## src/logic/video_pkg.sv

```systemverilog
package video_pkg;

    // ==========================================================================
    // Raster timing, in clocks per line and lines per frame
    // ==========================================================================
    localparam int H_ACTIVE = 64;
    localparam int H_FRONT  = 4;
    localparam int H_SYNC   = 8;
    localparam int H_BACK   = 4;
    localparam int H_TOTAL  = H_ACTIVE + H_FRONT + H_SYNC + H_BACK;

    localparam int V_ACTIVE = 32;
    localparam int V_FRONT  = 2;
    localparam int V_SYNC   = 2;
    localparam int V_BACK   = 2;
    localparam int V_TOTAL  = V_ACTIVE + V_FRONT + V_SYNC + V_BACK;

    // Counters and coordinates
    typedef logic [6:0] hcount_t;
    typedef logic [5:0] vcount_t;
    typedef logic [4:0] row_t;
    typedef logic [5:0] col_t;

    // ==========================================================================
    // Pixel formats
    // ==========================================================================
    typedef logic [7:0]  pix_index_t;
    typedef logic [23:0] rgb_t;

    // 3-3-2 field positions inside a pixel index
    localparam int RED_HI = 7;
    localparam int RED_LO = 5;
    localparam int GRN_HI = 4;
    localparam int GRN_LO = 2;
    localparam int BLU_HI = 1;
    localparam int BLU_LO = 0;

endpackage : video_pkg

```

## src/logic/row_buffer.sv

```systemverilog
`timescale 1ns/1ns

module row_buffer (
    input  logic                  clk,
    input  logic                  reset,
    input  logic                  rowram_swap,

    // Fill side from the renderer
    input  logic                  fill_we,
    input  video_pkg::col_t       fill_addr,
    input  video_pkg::pix_index_t fill_data,

    // Scan side to the timing generator
    input  video_pkg::col_t       scan_addr,
    output video_pkg::pix_index_t scan_data
);

    import video_pkg::*;

    pix_index_t bank [2][H_ACTIVE];
    // Selects the fill bank; scan reads the other one
    logic       sel;

    always_ff @(posedge clk) begin
        if (reset) begin
            sel <= 1'b0;
        end else if (rowram_swap) begin
            sel <= ~sel;
        end
    end

    always_ff @(posedge clk) begin
        if (fill_we) begin
            bank[sel][fill_addr] <= fill_data;
        end
    end

    // One cycle read latency
    always_ff @(posedge clk) begin
        scan_data <= bank[~sel][scan_addr];
    end

endmodule : row_buffer

```

## config.mk

```make
export PLATFORM = sky130hd
export DESIGN_NAME = row_buffer
export DESIGN_NICKNAME = d
export VERILOG_FILES = /design/src/logic/video_pkg.sv /design/src/logic/row_buffer.sv
export SDC_FILE = /design/constraint.sdc
export NUM_CORES = 1
export LEC_CHECK = 0
export ABC_AREA = 1
export BUFFER_PORTS_ARGS = -buffer_cell sky130_fd_sc_hd__buf_2
export CORE_MARGIN = 2
export CORE_UTILIZATION = 40
export CTS_BUF_LIST = sky130_fd_sc_hd__clkbuf_4
export CTS_CLUSTER_SIZE = 28
export DETAILED_ROUTE_END_ITERATION = 7
export GPL_TIMING_DRIVEN = 0
export SLEW_MARGIN = 30
export SYNTH_ARGS = -nofsm -noshare
export SYNTH_HDL_FRONTEND = slang
export SYNTH_SLANG_ARGS = --single-unit
```

## constraint.sdc

```tcl
create_clock -name clk -period 2.66 [get_ports clk]
set_input_delay 0 -clock clk [delete_from_list [all_inputs] [get_ports clk]]
set_output_delay 0 -clock clk [all_outputs]
set_load 0.02 [all_outputs]
```

Yosys cells after proc, flatten, opt, wreduce, memory -nomap -nowiden
Memory sizes are Yosys's and may differ from the RTL's.
Cells that the tools add are included.
{"block": "totals", "reg_bits": 9, "ramBits": 1024, "output_inout_bits": 8, "n_memories": 1}
{"block": "classes", "magnitude_cmp": 3, "mux": 7, "n_bitwise": 3, "reduce_logical": 1}
{"name": "bank", "words": 2, "word_bits": 512, "read_ports": 1, "rd_ports_with_merged_regs": 0, "write_ports": 1, "line_no": "row_buffer.sv:20", "text": "pix_index_t bank [2][H_ACTIVE];"}
{"op": "2-to-1 mux 512 bit", "count": 1}
{"op": "binary-select mux 8 bit (select 6 bit)", "count": 1}
{"op": "demux 8 bit (select 6 bit)", "count": 1}
{"op": "2-to-1 mux 8 bit", "count": 3}
{"op": "greater-or-equal comparator 7 bit, second input constant", "count": 2}
{"op": "inverter 6 -> 7 bit", "count": 2}
{"op": "less-than comparator 7 x 1 -> 1 bit, second input constant", "count": 1}
{"op": "logical AND 1 bit", "count": 1}
{"op": "2-to-1 mux 1 bit", "count": 1}
{"op": "inverter 1 bit", "count": 1}

Logic depth before layout (Yosys ltp)
Gate-level depths: netlist of run 1.
{"block": "depth", "ltp_word": 6, "depth_mapped": 13, "mapped_depth_nobuf": 11}

Least setup slack after synthesis of run 1
No wires, ideal clock.
{"block": "synth_path", "path_type": "reg2reg", "startpoint": "register sel", "endpoint": "memory bank[0][168] (netlist name), enable pin", "arrival_ns": 1.753, "required_time_ns": 2.277, "path_slack_ns": 0.523, "path_stages_with_launch": 7, "n_path_buf": 5, "path_cell_list": "dfxtp_1 > buf_4 > buf_4 > buf_2 > buf_2 > buf_2 > nor3_1"}
{"element": "start: declaration", "line_no": "row_buffer.sv:22", "text": "logic sel;"}
{"element": "start signal: assignment", "line_no": "row_buffer.sv:28", "text": "sel <= ~sel;"}
{"element": "end: declaration", "line_no": "row_buffer.sv:20"}
Straight into the memory's write port.

Worst setup path after layout of run 1
{"block": "layout_path", "startpoint": "register sel", "endpoint": "register scan_data[5]"}
{"block": "layout_between", "elab_chain_len": 5}
{"element": "inverter 1 bit", "line_no": "row_buffer.sv:40", "text": "scan_data <= bank[~sel][scan_addr];"}
{"element": "memory read (2 x 512 bit)"}
{"element": "binary-select mux 8 bit (select 6 bit)", "line_no": "row_buffer.sv:40"}
{"element": "2-to-1 mux 8 bit (implied by the code) (2 in a row)", "line_no": "row_buffer.sv:40"}
{"element": "end signal: assignment", "line_no": "row_buffer.sv:40"}
{"element": "end: declaration", "line_no": "row_buffer.sv:15", "text": "output video_pkg::pix_index_t scan_data"}
No other way between the ends. The select of a mux whose other input is x is not followed.
A chain may end at the register's enable or synchronous reset.

==> results of run 1 <==
per-stage QoR:
stage | total power, W | instances | area, um^2 | setup WS, ps | setup TNS [ps]
2_1_floorplan | 0.0200 | 3606 | 42200 | 523 | 0
6_report | 0.0349 | 5551 | 49300 | -45.2 | -177
3_3_place_gp | 0.0216 | 5023 | 44100 | -1380 | -655590
5_1_grt | 0.0360 | 5544 | 49300 | 0.251 | 0
4_1_cts | 0.0349 | 5536 | 49200 | 20.4 | 0
3_5_place_dp | 0.0217 | 5050 | 44900 | -809 | -412330
cell type report:
| class | instances | area, um^2 | share of cell area |
|---|---|---|---|
| timing repair buffer | 104 | 1220 | 0.0248 |
| tap | 1391 | 1740 | 0.0353 |
| sequential | 1033 | 30900 | 0.627 |
| multi-input combinational | 2304 | 10800 | 0.218 |
| inverter | 26 | 100 | 0.00203 |
| clock inverter | 41 | 219 | 0.00444 |
| antenna | 15 | 37.5 | 0.000761 |
| clock buffer | 394 | 2960 | 0.0599 |
| buffer | 243 | 1370 | 0.0277 |
cell families after synthesis:
family                    after synthesis  share of synthesized area
buffers and inverters                 269                     0.0319
xor gates and xnor gates                1                   0.000208
and+or+nand+nor                      2303                      0.235
DFF                                  1033                      0.733
synthesized netlist by cell type (all sizes together):
cell	count
buf	205
clkbuf	38
dfxtp	9
edfxtp	1024
inv	26
nand2	1223
nand3	930
nand4	1
nor2	58
nor3	90
or2	1
xnor2	1
power by group through the flow:
stage	Clock, W	Sequential [W]	Combinational [W]
finish	0.0133	0.0180	0.00367
global placement	0	0.0183	0.00324
floorplan	0	0.0183	0.00168
detailed placement	0	0.0183	0.00336
global route	0.0142	0.0179	0.00385
CTS	0.0134	0.0180	0.00356
flip-flops by register name, summed over array words and instances, names as in the netlist:
name and flops:
bank 1024, scan_data 8, sel 1
critical path, delay by kind of cell, from the launching register on:
family / cells / cell delay, ps
AND/OR/NAND/NOR: 10 / 1290
buffers and inverters: 3 / 930
flip-flops: 1 / 370
layer usage:
metal | wire length (um) | up-vias
li1 | - | 13700
met1 | 56800 | 15000
met2 | 64300 | 1978
met3 | 16200 | 356
met4 | 5640 | 4
met5 | 19 | -
final timing paths:
| check | startpoint | end | slack, ps | cells past startpoint |
|---|---|---|---|---|
| setup / recovery | sel | scan_data[5] | -50 | 13 |
| setup reg to reg | sel | scan_data[5] | -50 | 13 |
| hold / removal | fill_addr[0] | bank[1][505] | 100 | 5 |
| hold reg to reg | bank[1][195] | scan_data[3] | 1020 | 10 |
timing repair:
| item | CTS | global route |
|---|---|---|
| pin swaps | 3 | 0 |
| resized for setup | 114 | 14 |
| endpoints found under the hold margin | 1711 | 0 |
| hold buffers | 49 | 0 |
| buffers inserted | 2 | 0 |
| setup endpoints to repair | 999 | 18 |
==> metrics, run 1 <==
Min Hold Slack 98.7 ps; Initial Utilization 0.402; Die Ht 329 um; Distinct cells, synth 15; met3 Use GR 0.0613; commonest cells after routing, fill and taps aside nand2_1, edfxtp_1, nand3_1, clkbuf_4, buf_2; Avg Cell Area, Syn 11.7 um^2; post-synthesis register bit count 1033; most common cell after layout, fill and taps aside nand2_1; gr busiest metal met2; first-pass GRT wire length 202 mm; most used cell, CP nand2_1; crit path time final 2710 ps; post-layout util 0.470; met2 track demand over resource 0.404; # fillers 9532; Slew HR 0.328; Worst VDD drop 0.000354 V; Leak Pwr 18.0 nW; Synth area leader edfxtp_1; CTS tree done; initial antenna violation count 7; clock skew 90.5 ps; Final Max Tran Viols 0; Period Utilization, post-route 1.02; CTS max path bufs 4; Internal Power 0.0258 W; Die X 329 um; pin count of the biggest net entering global routing 85; Worst EP required 3760 ps; met1 usage 0.360; crit path DAT 3810 ps; DR WL/cell 25.7 um; setup violators final 6; drt pass-1 iters 6; synthesized net count 3630; Seq pwr share 0.514; Worst setup EP type register; routed vias 31100; Post-Syn Area 0.0422 mm^2; final worst slack -45.2 ps; # nets final 4021; layout cell share with drive strength beyond 1 0.192; total CTS buffers 285; pwr dens 708 mW/mm^2; Sw Ratio 0.263; routability cong. 0.988; Max Cap Viol 0; gr ovfl total 0; P_sw 0.00918 W; I/O Buffers 26; later-pin clock latency in the skew report 1180 ps; Hold Vio Cnt, Final 0; Setup crit start kind register; H-tree Lvls 5; HPWL Detailed 95.9 mm; CTS clock-pin slew for the worst setup and hold paths 70 ps; RSZ-0062 raised after global routing no; Worst-Margin Slew 1010 ps; number of global-route vias before repair 29500; DRC viols 0; Initial DRC Count 4460; status finished, violations left; Area contributors post-synth edfxtp_1, nand3_1, nand2_1, buf_2, nor3_1; crit path kind register to register; CP max stage delay 370 ps; Clock power frac 0.381; vias per cell 5.60; Row Count 119; Cells after Synth 3606; Routed Antenna Nets 0; Core ar. 0.105 mm^2; IO Pins 32; failing checks negative setup slack; Combinational Power Share 0.105; Hold Crit Class primary input to register; die area 0.108 mm^2; sequential area share after synthesis 0.733; Synth warnings 0; Max Clk Rate 0.370 GHz; Post-Route WL 143 mm; CTS Sinks 1033; CP max stage cell dfxtp_2; P&R area growth vs syn 16.9%; CP max FO 10; CTS root buf clkbuf_4; share of the synthesized area in the top cell type 0.728; cells along the critical path inv_4 > clkbuf_4 > buf_2 > nand2_1 > nand3_1 > nand3_1 > nand3_1 > nand2_1 > nand2_1 > nand3_1 > nand2_1 > nand2_1 > nand2_1; total track usage 0.263
No activity file was read; power rests on OpenSTA's default activity.
==> run 2: changes to the inputs <==
--- a/config.mk
+++ b/config.mk
@@ -5,14 +5,17 @@
 export SDC_FILE = /design/constraint.sdc
 export NUM_CORES = 1
 export LEC_CHECK = 0
-export ABC_AREA = 1
+export ABC_AREA = 0
 export BUFFER_PORTS_ARGS = -buffer_cell sky130_fd_sc_hd__buf_2
+export CELL_PAD_IN_SITES_DETAIL_PLACEMENT = 0
+export CELL_PAD_IN_SITES_GLOBAL_PLACEMENT = 1
 export CORE_MARGIN = 2
 export CORE_UTILIZATION = 40
 export CTS_BUF_LIST = sky130_fd_sc_hd__clkbuf_4
 export CTS_CLUSTER_SIZE = 28
 export DETAILED_ROUTE_END_ITERATION = 7
 export GPL_TIMING_DRIVEN = 0
+export PLACE_DENSITY_LB_ADDON = 0.1
 export SLEW_MARGIN = 30
 export SYNTH_ARGS = -nofsm -noshare
 export SYNTH_HDL_FRONTEND = slang
==> run 2 against run 1 <==
  * The flow still finishes with violations (negative setup slack)
  * Wire length down 25%
  * Final cell count fell by 37%
  * Register-to-register slack got worse by 420 ps
  * Count of clock-buffer cells in the layout grew 35
  * First-iteration DRC count down 62%
  * Sequential share of layout area up 3.1 points
  * Non-clock buffer count decreased by 165
  * Synthesized area shrank 5.9%
  * Combinational power decreased by 25%
  * Synthesized cell count is 54% lower
  * Total power decreased by 1.4%
  * Die area shrank 5.9%
  * Critical endpoint is now scan_data[3]
  * Largest power group unchanged
==> metrics, run 2 <==
IO Pins 32 (unchanged); Routed Antenna Nets 0 (unchanged); Worst setup EP type register; Hold Vio Cnt, Final 0 (unchanged); CTS Sinks 1033 (unchanged); H-tree Lvls 5 (unchanged); total CTS buffers 291 (+2.1%); routability cong. 0.810 (-18%); placed instance area 0.0418 mm^2 (-7.1%); crit path kind register to register; P&R area growth vs syn 18.5%; pin count of the biggest net entering global routing 85 (unchanged); RSZ-0062 raised after global routing yes; final worst slack -463 ps (-418 ps); Slew HR 0.304 (-0.0242); Post-Route WL 107 mm (-25%); Max Clk Rate 0.320 GHz (-13%); Period Utilization, post-route 1.17 (+0.157); CTS root buf clkbuf_4; DRC viols 0 (unchanged); setup violators final 8 (+2); number of flops mapped to enable cells by yosys 1024 (unchanged); max reg flops 1024 (unchanged); number of global-route vias before repair 20700 (-30%); failing checks negative setup slack; total track usage 0.216 (-0.0470); Hold Crit Class primary input to register; share of the synthesized area in the top cell type 0.774 (+0.0460); top flop regs bank: 1024 flops, scan_data: 8 flops, sel: 1 flops; I/O Buffers 22 (-15%); Die Ht 319 um (-3.0%); Worst-Margin Slew 1040 ps (+33.7 ps); vias per cell 5.56 (-0.76%); most common cell after layout, fill and taps aside edfxtp_1; Cells after Synth 1646 (-54%); status finished, violations left; HPWL Detailed 69.4 mm (-28%); CTS clock-pin slew for the worst setup and hold paths 60 ps (about the same); die area 0.102 mm^2 (-5.9%); Max Cap Viol 0 (unchanged); Avg Cell Area, Syn 24.1 um^2 (+110%); Final Cell Area 0.0471 mm^2 (-4.6%); Largest Register bank; Core ar. 0.0984 mm^2 (-6.2%); CP max stage delay 630 ps (+260 ps); Synth area leader edfxtp_1; Area contributors post-synth edfxtp_1, mux4_2, nor2_1, dfxtp_1, clkbuf_1; initial antenna violation count 8 (+1); Worst VDD drop 0.000362 V (+2.1%); CTS max path bufs 4 (unchanged); count leader, synth edfxtp_1; Setup WS pre-CTS -1670 ps (-860 ps); Initial Utilization 0.403 (+0.00131); CP max stage cell mux4_2; DR WL/cell 30.6 um (+19%); Synth warnings 0 (unchanged); async set-reset flop share out of synthesis 0 (unchanged); Final Max Tran Viols 0 (unchanged); Distinct cells, synth 20 (+5); layout cell share with drive strength beyond 1 0.466 (+0.274); first-pass GRT wire length 152 mm (-25%); Leak Pwr 14.6 nW (-19%); gr ovfl total 0 (unchanged); pwr dens 732 mW/mm^2 (+3.4%); synthesized net count 1670 (-54%); sequential area share after synthesis 0.779 (+0.0462); cells along the critical path buf_12 > buf_16 > buf_16 > mux4_2 > mux4_2 > mux4_2 > mux2_4; Top FF cell, synth edfxtp_1; Setup TNS -3410 ps (-3240 ps); Setup crit start kind register; total power 0.0344 W (-1.4%); clock skew 103 ps (+12.6 ps); CTS tree done; drt pass-1 iters 5 (-1); Die X 319 um (-3.0%); commonest cells after routing, fill and taps aside edfxtp_1, clkbuf_4, mux4_2, nor2_4, nor2_2; Post-Syn Area 0.0397 mm^2 (-5.9%); crit path time final 3120 ps (+418 ps); Row Count 115 (-3.4%); # nets final 2058 (-49%); CP max FO 8 (-2); Synth top cells by count edfxtp_1, mux4_2, nor2_1; post-synthesis register bit count 1033 (unchanged); Initial DRC Count 1700 (-62%); most used cell, CP mux4_2; Worst EP required 3670 ps (-90 ps); crit path DAT 4130 ps (+320 ps); routed vias 19500 (-37%); later-pin clock latency in the skew report 1140 ps (-40 ps)
[run 2: cell types whose count changed in the layout (fill, tap and decap cells not counted), sizes merged, moves of 13 or more]
| cell | change |
|---|---|
| nand2 | -1208 |
| diode | -13 |
| clkbuf | +38 |
| mux4 | +336 |
| inv | -22 |
| nand3 | -919 |
| buf | -161 |
| nor3 | -87 |
| nor2 | +73 |
[run 2: through the flow]
step                       util  std cells  hold WS [ps]
after floorplan               -       1646          72.4
after global placement    0.421       2955           171
after detailed placement  0.424       2965           170
after CTS                 0.476       3496          10.3
after global routing      0.478       3505          82.7
final                     0.478       3505           154
[run 2: cells by family (layout without fill, tap and decap cells)]
group | count (synthesis) | in the layout | synth area share
XOR/XNOR | 1 | 1 | 0.000221
buffers and inverters | 92 | 662 | 0.00964
flip-flops | 1033 | 1033 | 0.779
multiplexers | 344 | 344 | 0.193
other | 0 | 2 | 0
AND/OR/NAND/NOR | 176 | 176 | 0.0183
[run 2: per-layer routing]
layer	routed length (um)	up-vias	GRT usage
met5	27	-	0
met4	2400	4	0.0672
met2	51600	727	0.340
li1	-	8058	-
met1	45700	10500	0.295
met3	7620	159	0.0579
[run 2: power breakdown]
part | leakage, nW | switching [W] | internal, W
Clock | 2.09 | 0.00634 | 0.00740
Combinational | 3.23 | 0.00156 | 0.00117
Sequential | 9.28 | 0.0000263 | 0.0179
Total | 14.6 | 0.00793 | 0.0265
[run 2: worst paths after layout]
path                      from            to  slack [ps]  depth (start not counted)
setup / recovery           sel  scan_data[3]        -460                          7
hold / removal    scan_addr[0]  scan_data[5]         150                          4
setup reg to reg           sel  scan_data[3]        -460                          7
hold reg to reg   bank[0][423]  scan_data[7]        1140                          4
[run 2: layout make-up]
type / instances / area (um^2)
fillers: 8295 / 51400
diodes: 2 / 5.00
well taps: 1287 / 1610
clock buffers: 429 / 3220
multi-input cells: 521 / 9190
plain buffers: 85 / 617
clock inverters: 46 / 204
inverters: 5 / 18.8
flip-flops and latches: 1033 / 30900
repair buffers: 97 / 1250
[run 2: critical path: cells and delay by family, from the launching register on]
family / cells / cell delay, ps
multiplexers: 4 / 2110
buffers and inverters: 3 / 490
flip-flops: 1 / 390
[run 2: what timing repair did]
action                                  4_1_cts  5_1_grt
cloned                                        3        1
hold endpoints to repair                   1937        0
pin swaps                                     6        0
endpoints found under the setup margin     1032      203
resized for setup                           267       26
buffers inserted                             12        6
hold buffers                                 43        0
