===== src/logic/vram_pkg.sv =====
package vram_pkg;

    // ==========================================================================
    // Video RAM geometry
    // ==========================================================================
    localparam int VRAM_WORDS    = 256;
    // Lowest byte of a word is the leftmost pixel
    localparam int PIX_PER_WORD  = 8;
    localparam int WORDS_PER_ROW = 8;

    // Word for row r, column c sits at r*8 + c
    typedef logic [$clog2(VRAM_WORDS)-1:0] vram_addr_t;
    typedef logic [PIX_PER_WORD*8-1:0]     vram_data_t;
    // One enable per byte
    typedef logic [PIX_PER_WORD-1:0]       vram_be_t;

    // ==========================================================================
    // Arbiter
    // ==========================================================================
    // HOLD means a host write sits in the slot
    typedef enum logic {
        ARB_IDLE,
        ARB_HOLD
    } arb_state_t;

endpackage : vram_pkg


===== src/logic/vram_arbiter.sv =====
`timescale 1ns/1ns

module vram_arbiter (
    input  logic                 clk,
    input  logic                 reset,

    // Host write port
    input  vram_pkg::vram_addr_t h2f_vram_wraddr,
    input  vram_pkg::vram_data_t h2f_vram_wrdata,
    input  vram_pkg::vram_be_t   h2f_vram_byteena,
    input  logic                 h2f_vram_wren,
    output logic                 cpu_wr_busy,

    // Renderer reads
    input  logic                 rd_req,
    input  vram_pkg::vram_addr_t rd_addr,
    output logic                 rd_valid,
    output vram_pkg::vram_data_t rd_data,

    // RAM side
    output logic                 mem_we,
    output logic                 mem_re,
    output vram_pkg::vram_addr_t mem_addr,
    output vram_pkg::vram_data_t mem_wdata,
    output vram_pkg::vram_be_t   mem_be,
    input  vram_pkg::vram_data_t mem_rdata
);

    import vram_pkg::*;

    arb_state_t state;
    vram_addr_t slot_addr;
    vram_data_t slot_data;
    vram_be_t   slot_be;
    logic       holding;

    assign holding = (state == ARB_HOLD);

    always_ff @(posedge clk) begin
        if (reset) begin
            state    <= ARB_IDLE;
            rd_valid <= 1'b0;
        end else begin
            rd_valid <= rd_req;
            case (state)
                ARB_IDLE: if (h2f_vram_wren && rd_req) state <= ARB_HOLD;
                ARB_HOLD: if (!rd_req) state <= ARB_IDLE;
                default:  state <= ARB_IDLE;
            endcase
        end
    end

    // Write slot, only loaded while empty
    always_ff @(posedge clk) begin
        if (h2f_vram_wren && !holding) begin
            slot_addr <= h2f_vram_wraddr;
            slot_data <= h2f_vram_wrdata;
            slot_be   <= h2f_vram_byteena;
        end
    end

    // Reads win; a write goes straight through when the port is free
    always_comb begin
        mem_re    = rd_req;
        mem_we    = !rd_req && (holding || h2f_vram_wren);
        mem_addr  = holding ? slot_addr : h2f_vram_wraddr;
        mem_wdata = holding ? slot_data : h2f_vram_wrdata;
        mem_be    = holding ? slot_be   : h2f_vram_byteena;
        if (rd_req) begin
            mem_addr = rd_addr;
        end
    end

    assign rd_data     = mem_rdata;
    assign cpu_wr_busy = holding;

endmodule : vram_arbiter


===== config.mk =====
export PLATFORM = sky130hd
export DESIGN_NAME = vram_arbiter
export DESIGN_NICKNAME = d
export VERILOG_FILES = /design/src/logic/vram_pkg.sv /design/src/logic/vram_arbiter.sv
export SDC_FILE = /design/constraint.sdc
export NUM_CORES = 1
export LEC_CHECK = 0
export BUFFER_PORTS_ARGS = -buffer_cell sky130_fd_sc_hd__buf_2
export CAP_MARGIN = 20
export CELL_PAD_IN_SITES_DETAIL_PLACEMENT = 0
export CELL_PAD_IN_SITES_GLOBAL_PLACEMENT = 1
export CORE_MARGIN = 3
export CORE_UTILIZATION = 30
export DETAILED_ROUTE_END_ITERATION = 10
export PLACE_DENSITY_LB_ADDON = 0.3
export SYNTH_ARGS = -nofsm -noshare
export SYNTH_HDL_FRONTEND = slang
export SYNTH_SLANG_ARGS = --single-unit

===== constraint.sdc =====
create_clock -name clk -period 6.51 [get_ports clk]
set_input_delay 0.3255 -clock clk [delete_from_list [all_inputs] [get_ports clk]]
set_output_delay 0.3255 -clock clk [all_outputs]
set_load 0.1 [all_outputs]

* Yosys cells after proc, flatten, opt, wreduce, memory -nomap -nowiden
Index checks and enable logic that the tools add are counted.
Word-level totals: register bits 82, bits of input ports 156, output and inout port bits 148
Cells by class: muxes and demuxes 7, bitwise gates (word level) 1, reduce and logical (&&, ||, !) cells 6
Operator list (count):
- $mux W64 | 1
- $mux W8 | 3
- $logic_and A1 B1 Y1 | 3
- $logic_not A1 Y1 | 2
- $mux W1 | 2
- $pmux W1 S2 | 1
- $logic_or A1 B1 Y1 | 1
- $not A1 Y1 | 1

* Depth between registers and ports, before layout
Gate-level depths: netlist (run 1).
word-level depth 3, mapped depth 4, mapped depth without buffers 2

* Least setup slack after synthesis (run 1)
OpenSTA, ideal clock, no wires.
path type register to register, start reg state (netlist: cpu_wr_busy), end reg slot_addr[0] (enable), library setup time 0.528 ns, arrival time 4.645 ns, data required time 5.982 ns, path slack 1.337 ns, stages on the path, launching flop included 4, clock period less this slack 5.173 ns, cell sequence dfxtp_1 > buf_6 > buf_8 > nor2b_1
Between the ends: longest elaborated chain between the ends 2
RTL lines:
- from (decl) | RTL line vram_arbiter.sv:31 | arb_state_t state;
- from (signal assigned) | RTL line vram_arbiter.sv:41 | state <= ARB_IDLE;
- from (signal assigned) | RTL line vram_arbiter.sv:46 | ARB_IDLE: if (h2f_vram_wren && rd_req) state <= ARB_HOLD;
- from (signal assigned) | RTL line vram_arbiter.sv:47 | ARB_HOLD: if (!rd_req) state <= ARB_IDLE;
- $logic_not A1 Y1 | RTL line vram_arbiter.sv:55 | if (h2f_vram_wren && !holding) begin
- $logic_and A1 B1 Y1 | RTL line vram_arbiter.sv:55
- to (signal assigned) | RTL line vram_arbiter.sv:56 | slot_addr <= h2f_vram_wraddr;
- to (decl) | RTL line vram_arbiter.sv:32 | vram_addr_t slot_addr;
Every way passes these cells. A chain may end at the register's enable or synchronous reset.

* Worst setup path after layout (run 1)
start reg state (netlist: cpu_wr_busy), end out mem_addr[1]
Between the ends: longest elaborated chain between the ends 2
RTL lines:
- $mux W8 | RTL line vram_arbiter.sv:66 | mem_addr = holding ? slot_addr : h2f_vram_wraddr;
- $mux W8 | RTL line vram_arbiter.sv:69 | if (rd_req) begin
- to (decl) | RTL line vram_arbiter.sv:23 | output vram_pkg::vram_addr_t mem_addr,
Every way passes these cells.

==> qor.yml, run 1 <==
cts_resized: 0
maxCapViolCount: 0
worstSkewPairLatency_ns: 0.32
synth_compound_area_share_pct: 0.989
sequentialPowerShare_pct: 41.9
finalHoldViolCount: 0
cts_hold_buf: 0
power_frac_comb_pct: 28.7
ys_seq_area_share_pct: 60.3
power_frac_clock_pct: 29.4
ys_types: 14
ctsHtreeMaxLevel: 3
ios: 304
final_cell_mix: "175 x buf_2, 80 x edfxtp_1, 72 x mux2_2"
drive_above_1_share_pct: 70.4
wire_per_inst_um: 15.7
synthAdderAreaFrac_pct: 0
ant_nets: 0
cp-startpoint: "cpu_wr_busy"
maxSlewViolCount: 0
track_usage_pct: 11.0
grt_pass1_vias: 2352
power.switching_w: 0.000546
grt_start_max_net_pins: 84
diodes: 0
internal-power_w: 0.000951
initial_core_util_pct: 31.3
via_per_inst: 4.38
r2r_start: "cpu_wr_busy"
clk_pin_slew_ns: 0.06
power_leakage_nw: 1.96
overflow: 0
synth-simple-area-share_pct: 1.39
start_kind: "flop"
skew_ns: 0.00350
ir_drop_mv: 0.161
status: "complete, no violations"
die_height_um: 122
worstPathMaxFanout: 43
fin_setup_tns_ns: 0
synth-xor-area-share_pct: 0
num_vias: 2396
switching_share_pct: 36.5
r2r_slack_ns: 4.17
syn_to_final_growth_pct: 18.8
required_ns: 6.18
critPathArrivalTime_ns: 2.09
antenna_found_initial: 0
nets: 527
fin_crit_sh_pct: 37.1
port_buffers: 175
grt_pass1_wl_um: 12500
synth_top_family_by_area: "multiplexers"
yosys_warnings: 0
die_area_um2: 14900
core_um2: 12900
drtIter0Drc: 95
slew_headroom_pct: 44.1
worstSetupPathType: "reg2out"
tightestPinTransition_ns: 0.836
cp-end-kind: "output pin"
cts_tree: "yes"
cts_root_buf: "clkbuf_16"
die-width_um: 122
cts_sinks: 82
synth_nets: 415
cts_made_buffers: 9
fp-row-count: 41
max_freq_ghz: 0.414
avgSynthCellArea_um2: 15.6
first_pass_iters: 4
synthMuxAreaShare_pct: 22.0
layout_commonest_cell: "buf_2"
hold_path.startpoint: "reset"
clockBufferDepth: 2
remaining_drc_errors: 0
setup_viol: 0
synth_cells: 259
hold_class: "in2reg"
syn_area_um2: 4050
fin_crit_ns: 2.41
hold_ws_ns: 0.172
routed_wl_um: 8590
ys_ff_latch: 82
hpwl_um: 6320
rsz0062_at_grt: "no"
power.density_nw_per_um2: 311
cts_setup_buffers: 0
place.gp.congestion: 0.694
-- per-layer routing --
layer	wire, um	part of all wire [%]	global-route usage [%]
met3	852	9.9	4.50
met4	214	2.5	5.25
met5	0	0	0
met2	4290	50	18.0
met1	3240	38	12.4
-- cell type report --
cell class | instances | area, um^2
well taps | 172 | 215
fillers | 1307 | 8120
clock inverters | 4 | 20.0
flip-flops and latches | 82 | 2450
multi-input cells | 101 | 995
clock buffers | 11 | 233
repair buffers | 177 | 903
-- synth_stat cells --
master    instances  area [um^2]
edfxtp_1         80         2400
mux2_2           72          811
buf_4            65          488
mux2i_1           8         80.1
nand2_1           8         30.0
o21ai_0           8         40.0
clkbuf_8          7         96.3
nor2b_1           3         18.8
dfxtp_1           2         40.0
nor2_1            2         7.51
buf_2             1         5.00
buf_6             1         11.3
buf_8             1         15.0
clkbuf_2          1         5.00
-- final timing paths --
kind                                 endpoint  depth (start not counted)
worst max-delay path              mem_addr[1]                          4
worst max register to register  slot_data[60]                          2
worst min register to register    cpu_wr_busy                          2
worst min-delay path                 rd_valid                          2
-- power groups by stage --
stage	clock [W]	combinational [W]	sequential [W]
final	0.000439	0.000430	0.000628
after global routing	0.000481	0.000445	0.000631
after CTS	0.000462	0.000428	0.000633
after detailed placement	0	0.000427	0.000643
after global placement	0	0.000428	0.000643
after floorplan	0	0.000547	0.000639
-- sequential cells by signal (all words and copies together) (netlist names) --
name,count
slot_addr,8
slot_be,8
rd_valid,1
cpu_wr_busy,1
slot_data,64
-- metrics by stage --
| stage | power (W) | setup WS [ns] | cells | utilization, % | cell area, um^2 |
|---|---|---|---|---|---|
| global route | 0.00156 | 3.90 | 547 | 37.2 | 4810 |
| finish | 0.00150 | 4.10 | 547 | 37.2 | 4810 |
| floorplan | 0.00119 | 1.34 | 259 | - | 4050 |
| global placement | 0.00107 | 3.91 | 531 | 35.1 | 4540 |
| CTS | 0.00152 | 3.85 | 546 | 37.1 | 4790 |
| detailed placement | 0.00107 | 3.87 | 531 | 35.1 | 4540 |
-- cell families (layout without fill, tap and decap cells) --
family	Yosys count	in the layout
mux	80	80
compound gates	8	8
buf+inv	76	192
simple gates	13	13
flops	82	82
-- critical path: stages, from the launching register on --
cell	delay [ns]
dfxtp_4	0.71
buf_12	0.32
mux2i_1	0.10
o21ai_0	0.16
buf_2	0.45
Note: power is estimated with default switching activity, not from simulation.
==> run 2, diff against run 1 <==
Settings changed: ABC_AREA set to 1, CORE_UTILIZATION 30 to 28.
Clock period 6.51 ns to 2.4 ns, I/O delays scaled along.
==> run 2 against run 1 <==
  * Core utilization is 12 points higher
  * Die area grew 9.1%
  * Count of clock-buffer cells in the layout up 1
  * Critical endpoint is now cpu_wr_busy
  * First-iteration DRC count up 75%
  * Largest power group is now combinational cells
==> qor.yml, run 2 <==
max_stage_delay_ns: 0.67  # -0.04 ns
drtIter0Drc: 166  # +75%
worstSkewPairLatency_ns: 0.33  # about the same
yosysMostFrequentCell: "nand2_1"
overflow: 0  # unchanged
power_frac_clock_pct: 26.0  # -3.4 points
cp_cell_sequence: "buf_4, buf_2"
status: "complete, no violations"
worstPathMaxFanout: 50  # +16%
ff2ff_path_depth: 2  # unchanged
cts_tree: "yes"
port_buffers: 175  # unchanged
power.density_nw_per_um2: 675  # +120%
yosys.area.top_type: "edfxtp_1"
critPathArrivalTime_ns: 1.99  # -0.10 ns
initial_core_util_pct: 29.3  # -2.1 points
hpwl_um: 8130  # +29%
r2r_start: "cpu_wr_busy"
grt_start_max_net_pins: 51  # -39%
sequentialPowerShare_pct: 36.4  # -5.5 points
yosys_warnings: 0  # unchanged
die-width_um: 128  # +4.4%
fin_crit_sh_pct: 87.9
ant_nets: 0  # unchanged
grt_pass1_vias: 3416  # +45%
placed_area_um2: 5890  # +30%
ys_seq_area_share_pct: 59.0  # -1.3 points
wire_per_inst_um: 14.2  # -9.9%
regMostFlops: "slot_data"
routed_wl_um: 11600  # +35%
cts_sinks: 82  # unchanged
rsz0062_at_grt: "no"
synth_nets: 601  # +45%
required_ns: 2.28  # -3.90 ns
endpoint: "cpu_wr_busy"
top_regs: "slot_data x64, slot_addr x8, slot_be x8"
clockBufferDepth: 2  # unchanged
via_per_inst: 4.16  # -5.1%
final_cell_mix: "248 x nand2_1, 95 x buf_2, 82 x buf_12"
place.gp.congestion: 0.783  # +13%
cts_made_buffers: 9  # unchanged
crit_slowest_cell: "dfxtp_4"
core_um2: 14100  # +9.5%
num-fill-cells: 1288  # -1.5%
ys_ff_latch: 82  # unchanged
tightestPinTransition_ns: 0.567  # -0.269 ns
syn_to_final_growth_pct: 67.4
power.switching_w: 0.00170  # +210%
antenna_found_initial: 0  # unchanged
synth_top_cell_area_share_pct: 58.0  # -1.3 points
ys.flop_type: "edfxtp_1"
synthTopCellsByArea: "edfxtp_1 58%, nand2_1 22%, buf_4 13%"
r2r_end: "slot_data[16]"
switching_share_pct: 36.4  # -0.13 points
track_usage_pct: 13.8  # +2.9 points
path_buf_inv: 2  # unchanged
power_frac_comb_pct: 37.6  # +8.9 points
internal-power_w: 0.00298  # +210%
slew_headroom_pct: 62.1  # +18 points
synth_cells: 445  # +72%
worstSetupPathType: "reg2out"
fin_setup_tns_ns: 0  # unchanged
avgSynthCellArea_um2: 9.31  # -40%
synth_commonest_cells: "248 x nand2_1, 80 x edfxtp_1, 70 x buf_4, 17 x inv_1, 8 x nand3_1"
fp-row-count: 43  # +4.9%
layout_commonest_cell: "nand2_1"
skew_ns: 0.00526  # +0.00177 ns
maxCapViolCount: 0  # unchanged
r2r_slack_ns: 0.77  # -3.40 ns
start_kind: "flop"
ios: 304  # unchanged
critPathTopFamily: "buffers and inverters"
diodes: 0  # unchanged
nets: 789  # +50%
ir_drop_mv: 0.346  # +110%
ctsHtreeMaxLevel: 3  # unchanged
die_height_um: 128  # +4.4%
grt_pass1_wl_um: 17600  # +41%
synth_edf_count: 80  # unchanged
num_vias: 3402  # +42%
clk_pin_slew_ns: 0.06  # about the same
setup_viol: 0  # unchanged
cts_root_buf: "clkbuf_16"
cp-startpoint: "cpu_wr_busy"
hold_class: "in2reg"
first_pass_iters: 4  # unchanged
ys_types: 12  # -2
cp.depth: 2  # -2
fin_crit_ns: 2.11
remaining_drc_errors: 0  # unchanged
synthArstFlopShare_pct: 0  # unchanged
drive_above_1_share_pct: 30.9  # -40 points
die_area_um2: 16300  # +9.1%
power_leakage_nw: 3.23  # +65%
cp-end-kind: "output pin"
syn_area_um2: 4140  # +2.3%
finalHoldViolCount: 0  # unchanged
maxSlewViolCount: 0  # unchanged
max_freq_ghz: 0.474
largest_reg_flops: 64  # unchanged
final_cell_area_um2: 6930  # +44%
-- run 2: cell count changes after synthesis, moves of 7 or more --
cell	previous run	this run
nand2_1	8	248
nand3_1	0	8
inv_1	0	17
clkbuf_8	7	0
mux2i_1	8	0
mux2_2	72	0
o21ai_0	8	0
-- run 2: how the worst min path moves through the flow --
stage | from | end | slack, ns | cells after the start
floorplan | reset | cpu_wr_busy | 0.19 | 1
global placement | mem_rdata[10] | rd_data[10] | 0.24 | 0
detailed placement | mem_rdata[10] | rd_data[10] | 0.24 | 0
CTS | h2f_vram_wrdata[21] | slot_data[21] | 0.004 | 1
global route | h2f_vram_wrdata[21] | slot_data[21] | 0.004 | 1
finish | h2f_vram_wrdata[29] | slot_data[29] | 0.02 | 1
-- run 2: cells by family after synthesis --
logic type	after synthesis	share of synthesized area, %
buffers and inverters	102	17.1
DFF	82	59.0
and+or+nand+nor	261	23.9
-- run 2: layout make-up --
cell class	instances	area, um^2	area share (%)
Clock buffer	12	236	3.41
Clock inverter	4	18.8	0.271
Inverter	19	71.3	1.03
Multi-Input combinational cell	261	998	14.4
Sequential cell	82	2450	35.3
Tap cell	180	225	3.25
Timing Repair Buffer	260	2940	42.4
-- run 2: per-stage QoR --
stage | power [W] | setup WS [ns] | cells | utilization (%) | hold WS [ns]
4_1_cts | 0.00474 | 0.214 | 818 | 49.0 | 0.00400
3_3_place_gp | 0.00340 | 0.614 | 723 | 41.6 | 0.241
6_report | 0.00468 | 0.292 | 818 | 49.0 | 0.0181
2_1_floorplan | 0.00325 | 0.0537 | 445 | - | 0.187
5_1_grt | 0.00487 | 0.125 | 818 | 49.0 | 0.00355
3_5_place_dp | 0.00340 | 0.587 | 723 | 41.6 | 0.241
-- run 2: metal layers --
layer | GRT usage, % | routed length [um] | vias to the layer above
li1 | - | - | 1708
met1 | 15.4 | 4460 | 1500
met2 | 23.2 | 5670 | 162
met3 | 5.52 | 1150 | 32
met4 | 6.37 | 295 | 0
met5 | 0 | 0 | -
-- run 2: timing repair --
item	CTS	global route
endpoints found under the hold margin	80	0
hold buffers	79	0
resized for setup	0	0
setup buffers	0	0
-- run 2: power groups by stage --
stage / clock [W] / sequential, W / combinational [W]
floorplan: 0 / 0.00173 / 0.00152
global placement: 0 / 0.00173 / 0.00167
detailed placement: 0 / 0.00173 / 0.00167
CTS: 0.00127 / 0.00170 / 0.00177
global route: 0.00133 / 0.00171 / 0.00183
finish: 0.00122 / 0.00170 / 0.00176
==> run 3, diff against run 2 <==
Settings changed: PLACE_DENSITY_LB_ADDON 0.3 to 0.2.
==> run 3 against run 2 <==
  * Via count decreased by 1.9%
  * Worst setup slack improved by 0.18 ns
  * Combinational power about the same
  * Count of clock-buffer cells in the layout down 3
  * Cell area up 1.2%
  * Clock power up 34%
  * Non-clock buffer count grew 1
  * Largest cell class unchanged
  * Largest power group unchanged
==> qor.yml, run 3 (synthesis gave the netlist of run 2 again) <==
internal-power_w: 0.00339  # +14%
max_stage_delay_ns: 0.61  # -0.06 ns
grt_pass1_wl_um: 18100  # +2.7%
clockBufferDepth: 2  # unchanged
top_regs: "slot_data x64, slot_addr x8, slot_be x8"
drtIter0Drc: 151  # -9.0%
die_area_um2: 16300  # unchanged
status: "complete, no violations"
max_freq_ghz: 0.519  # +9.5%
overflow: 0  # unchanged
final_cell_mix: "248 x nand2_1, 95 x buf_2, 80 x dlygate4sd3_1, 80 x buf_12, 80 x edfxtp_1"
cp-end-kind: "output pin"
fp-row-count: 43  # unchanged
remaining_drc_errors: 0  # unchanged
wire_per_inst_um: 14.3  # +1.2%
grt_start_max_net_pins: 48  # -5.9%
track_usage_pct: 14.3  # +0.48 points
start_kind: "flop"
routed_wl_um: 11700  # +1.2%
die-width_um: 128  # unchanged
crit_slowest_cell: "dfxtp_4"
power.density_nw_per_um2: 727  # +7.7%
place.gp.congestion: 0.761  # -2.9%
cts_setup_buffers: 0  # unchanged
antenna_found_initial: 0  # unchanged
power_frac_comb_pct: 34.5  # -3.1 points
rsz0062_at_grt: "no"
worstPathMaxFanout: 43  # -14%
largest_reg_flops: 64  # unchanged
skew_ns: 0.00562  # +0.000352 ns
layout_commonest_cell: "nand2_1"
cp.depth: 6  # +4
fin_crit_sh_pct: 80.2  # -7.6 points
cts_sinks: 82  # unchanged
num-fill-cells: 1334  # +3.6%
ir_drop_mv: 0.405  # +17%
first_pass_iters: 4  # unchanged
hpwl_um: 8280  # +1.8%
cts_made_buffers: 9  # unchanged
hold_depth: 1  # unchanged
maxCapViolCount: 0  # unchanged
power.switching_w: 0.00171  # +0.49%
num_vias: 3337  # -1.9%
ant_nets: 0  # unchanged
slew_headroom_pct: 58.7  # -3.4 points
hold_class: "in2reg"
critPathTopFamily: "flip-flops"
syn_to_final_growth_pct: 69.5
power_frac_clock_pct: 32.2  # +6.2 points
fin_setup_tns_ns: 0  # unchanged
nets: 790  # +0.13%
initial_core_util_pct: 29.3  # unchanged
maxSlewViolCount: 0  # unchanged
cts_tree: "yes"
setup_viol: 0  # unchanged
tightestPinTransition_ns: 0.620  # +0.0526 ns
clk_pin_slew_ns: 0.06  # about the same
grt_pass1_vias: 3422  # +0.18%
power_leakage_nw: 3.28  # +1.4%
fin_crit_ns: 1.93  # -0.183 ns
diodes: 0  # unchanged
cts_root_buf: "clkbuf_16"
drive_above_1_share_pct: 31.3  # +0.47 points
cp_cell_sequence: "inv_2, buf_4, nand2_1, nand3_1, nand2_1, buf_12"
port_buffers: 175  # unchanged
critPathArrivalTime_ns: 1.81  # -0.18 ns
via_per_inst: 4.08  # -1.9%
worstSetupPathType: "reg2out"
ff2ff_path_depth: 2  # unchanged
path_buf_inv: 3  # +1
path_common_cell: "nand2_1"
ctsHtreeMaxLevel: 3  # unchanged
worstSkewPairLatency_ns: 0.34  # about the same
regMostFlops: "slot_data"
core_um2: 14100  # unchanged
switching_share_pct: 33.5  # -2.8 points
p_total_w: 0.00510  # +9.0%
die_height_um: 128  # unchanged
ios: 304  # unchanged
required_ns: 2.28  # about the same
finalHoldViolCount: 0  # unchanged
sequentialPowerShare_pct: 33.3  # -3.1 points
-- run 3: worst paths after layout --
path / start / to / slack (ns)
worst max-delay path: cpu_wr_busy / mem_addr[0] / 0.47
worst min register to register: cpu_wr_busy / cpu_wr_busy / 0.75
worst max register to register: cpu_wr_busy / slot_data[3] / 0.88
worst min-delay path: h2f_vram_wrdata[3] / slot_data[3] / 0.03
-- run 3: timing repair --
| action | in CTS | in global routing |
|---|---|---|
| gates resized for setup | 0 | 0 |
| hold buffers | 80 | 0 |
| hold endpoints to repair | 81 | 0 |
-- run 3: metal layers --
layer	wire [um]	track usage (%)	up-vias	part of all wire (%)
met2	5780	24.6	152	49
met3	1100	5.43	22	9.4
met4	190	5.43	0	1.6
li1	-	-	1710	-
met5	0	0	-	0
met1	4650	16.2	1453	40
-- run 3: area by class of cell --
type                       count  area [um^2]  area share (%)
tap                          180          225            3.21
timing repair buffer         261         2920            41.6
inverter                      19         71.3            1.02
clock buffer                   9          225            3.21
clock inverter                 6          130            1.85
sequential                    82         2450            34.8
multi-input combinational    261          998            14.2
-- run 3: stage by stage --
| step | utilization [%] | hold WS, ns | instance area (um^2) | setup slack, ns | cells |
|---|---|---|---|---|---|
| 4_1_cts | 49.6 | 0.00646 | 7020 | 0.428 | 818 |
| 3_3_place_gp | 41.4 | 0.241 | 5860 | 0.828 | 723 |
| 5_1_grt | 49.6 | 0.0108 | 7020 | 0.323 | 818 |
| 6_report | 49.6 | 0.0251 | 7020 | 0.474 | 818 |
| 2_1_floorplan | - | 0.187 | 4150 | 0.0537 | 445 |
| 3_5_place_dp | 41.4 | 0.241 | 5860 | 0.803 | 723 |
-- run 3: power groups by stage --
stage / clock network, W / logic, W / registers, W
after floorplan: 0 / 0.00152 / 0.00173
after global placement: 0 / 0.00166 / 0.00173
after detailed placement: 0 / 0.00167 / 0.00173
after CTS: 0.00170 / 0.00177 / 0.00170
after global routing: 0.00175 / 0.00183 / 0.00171
final: 0.00164 / 0.00176 / 0.00170
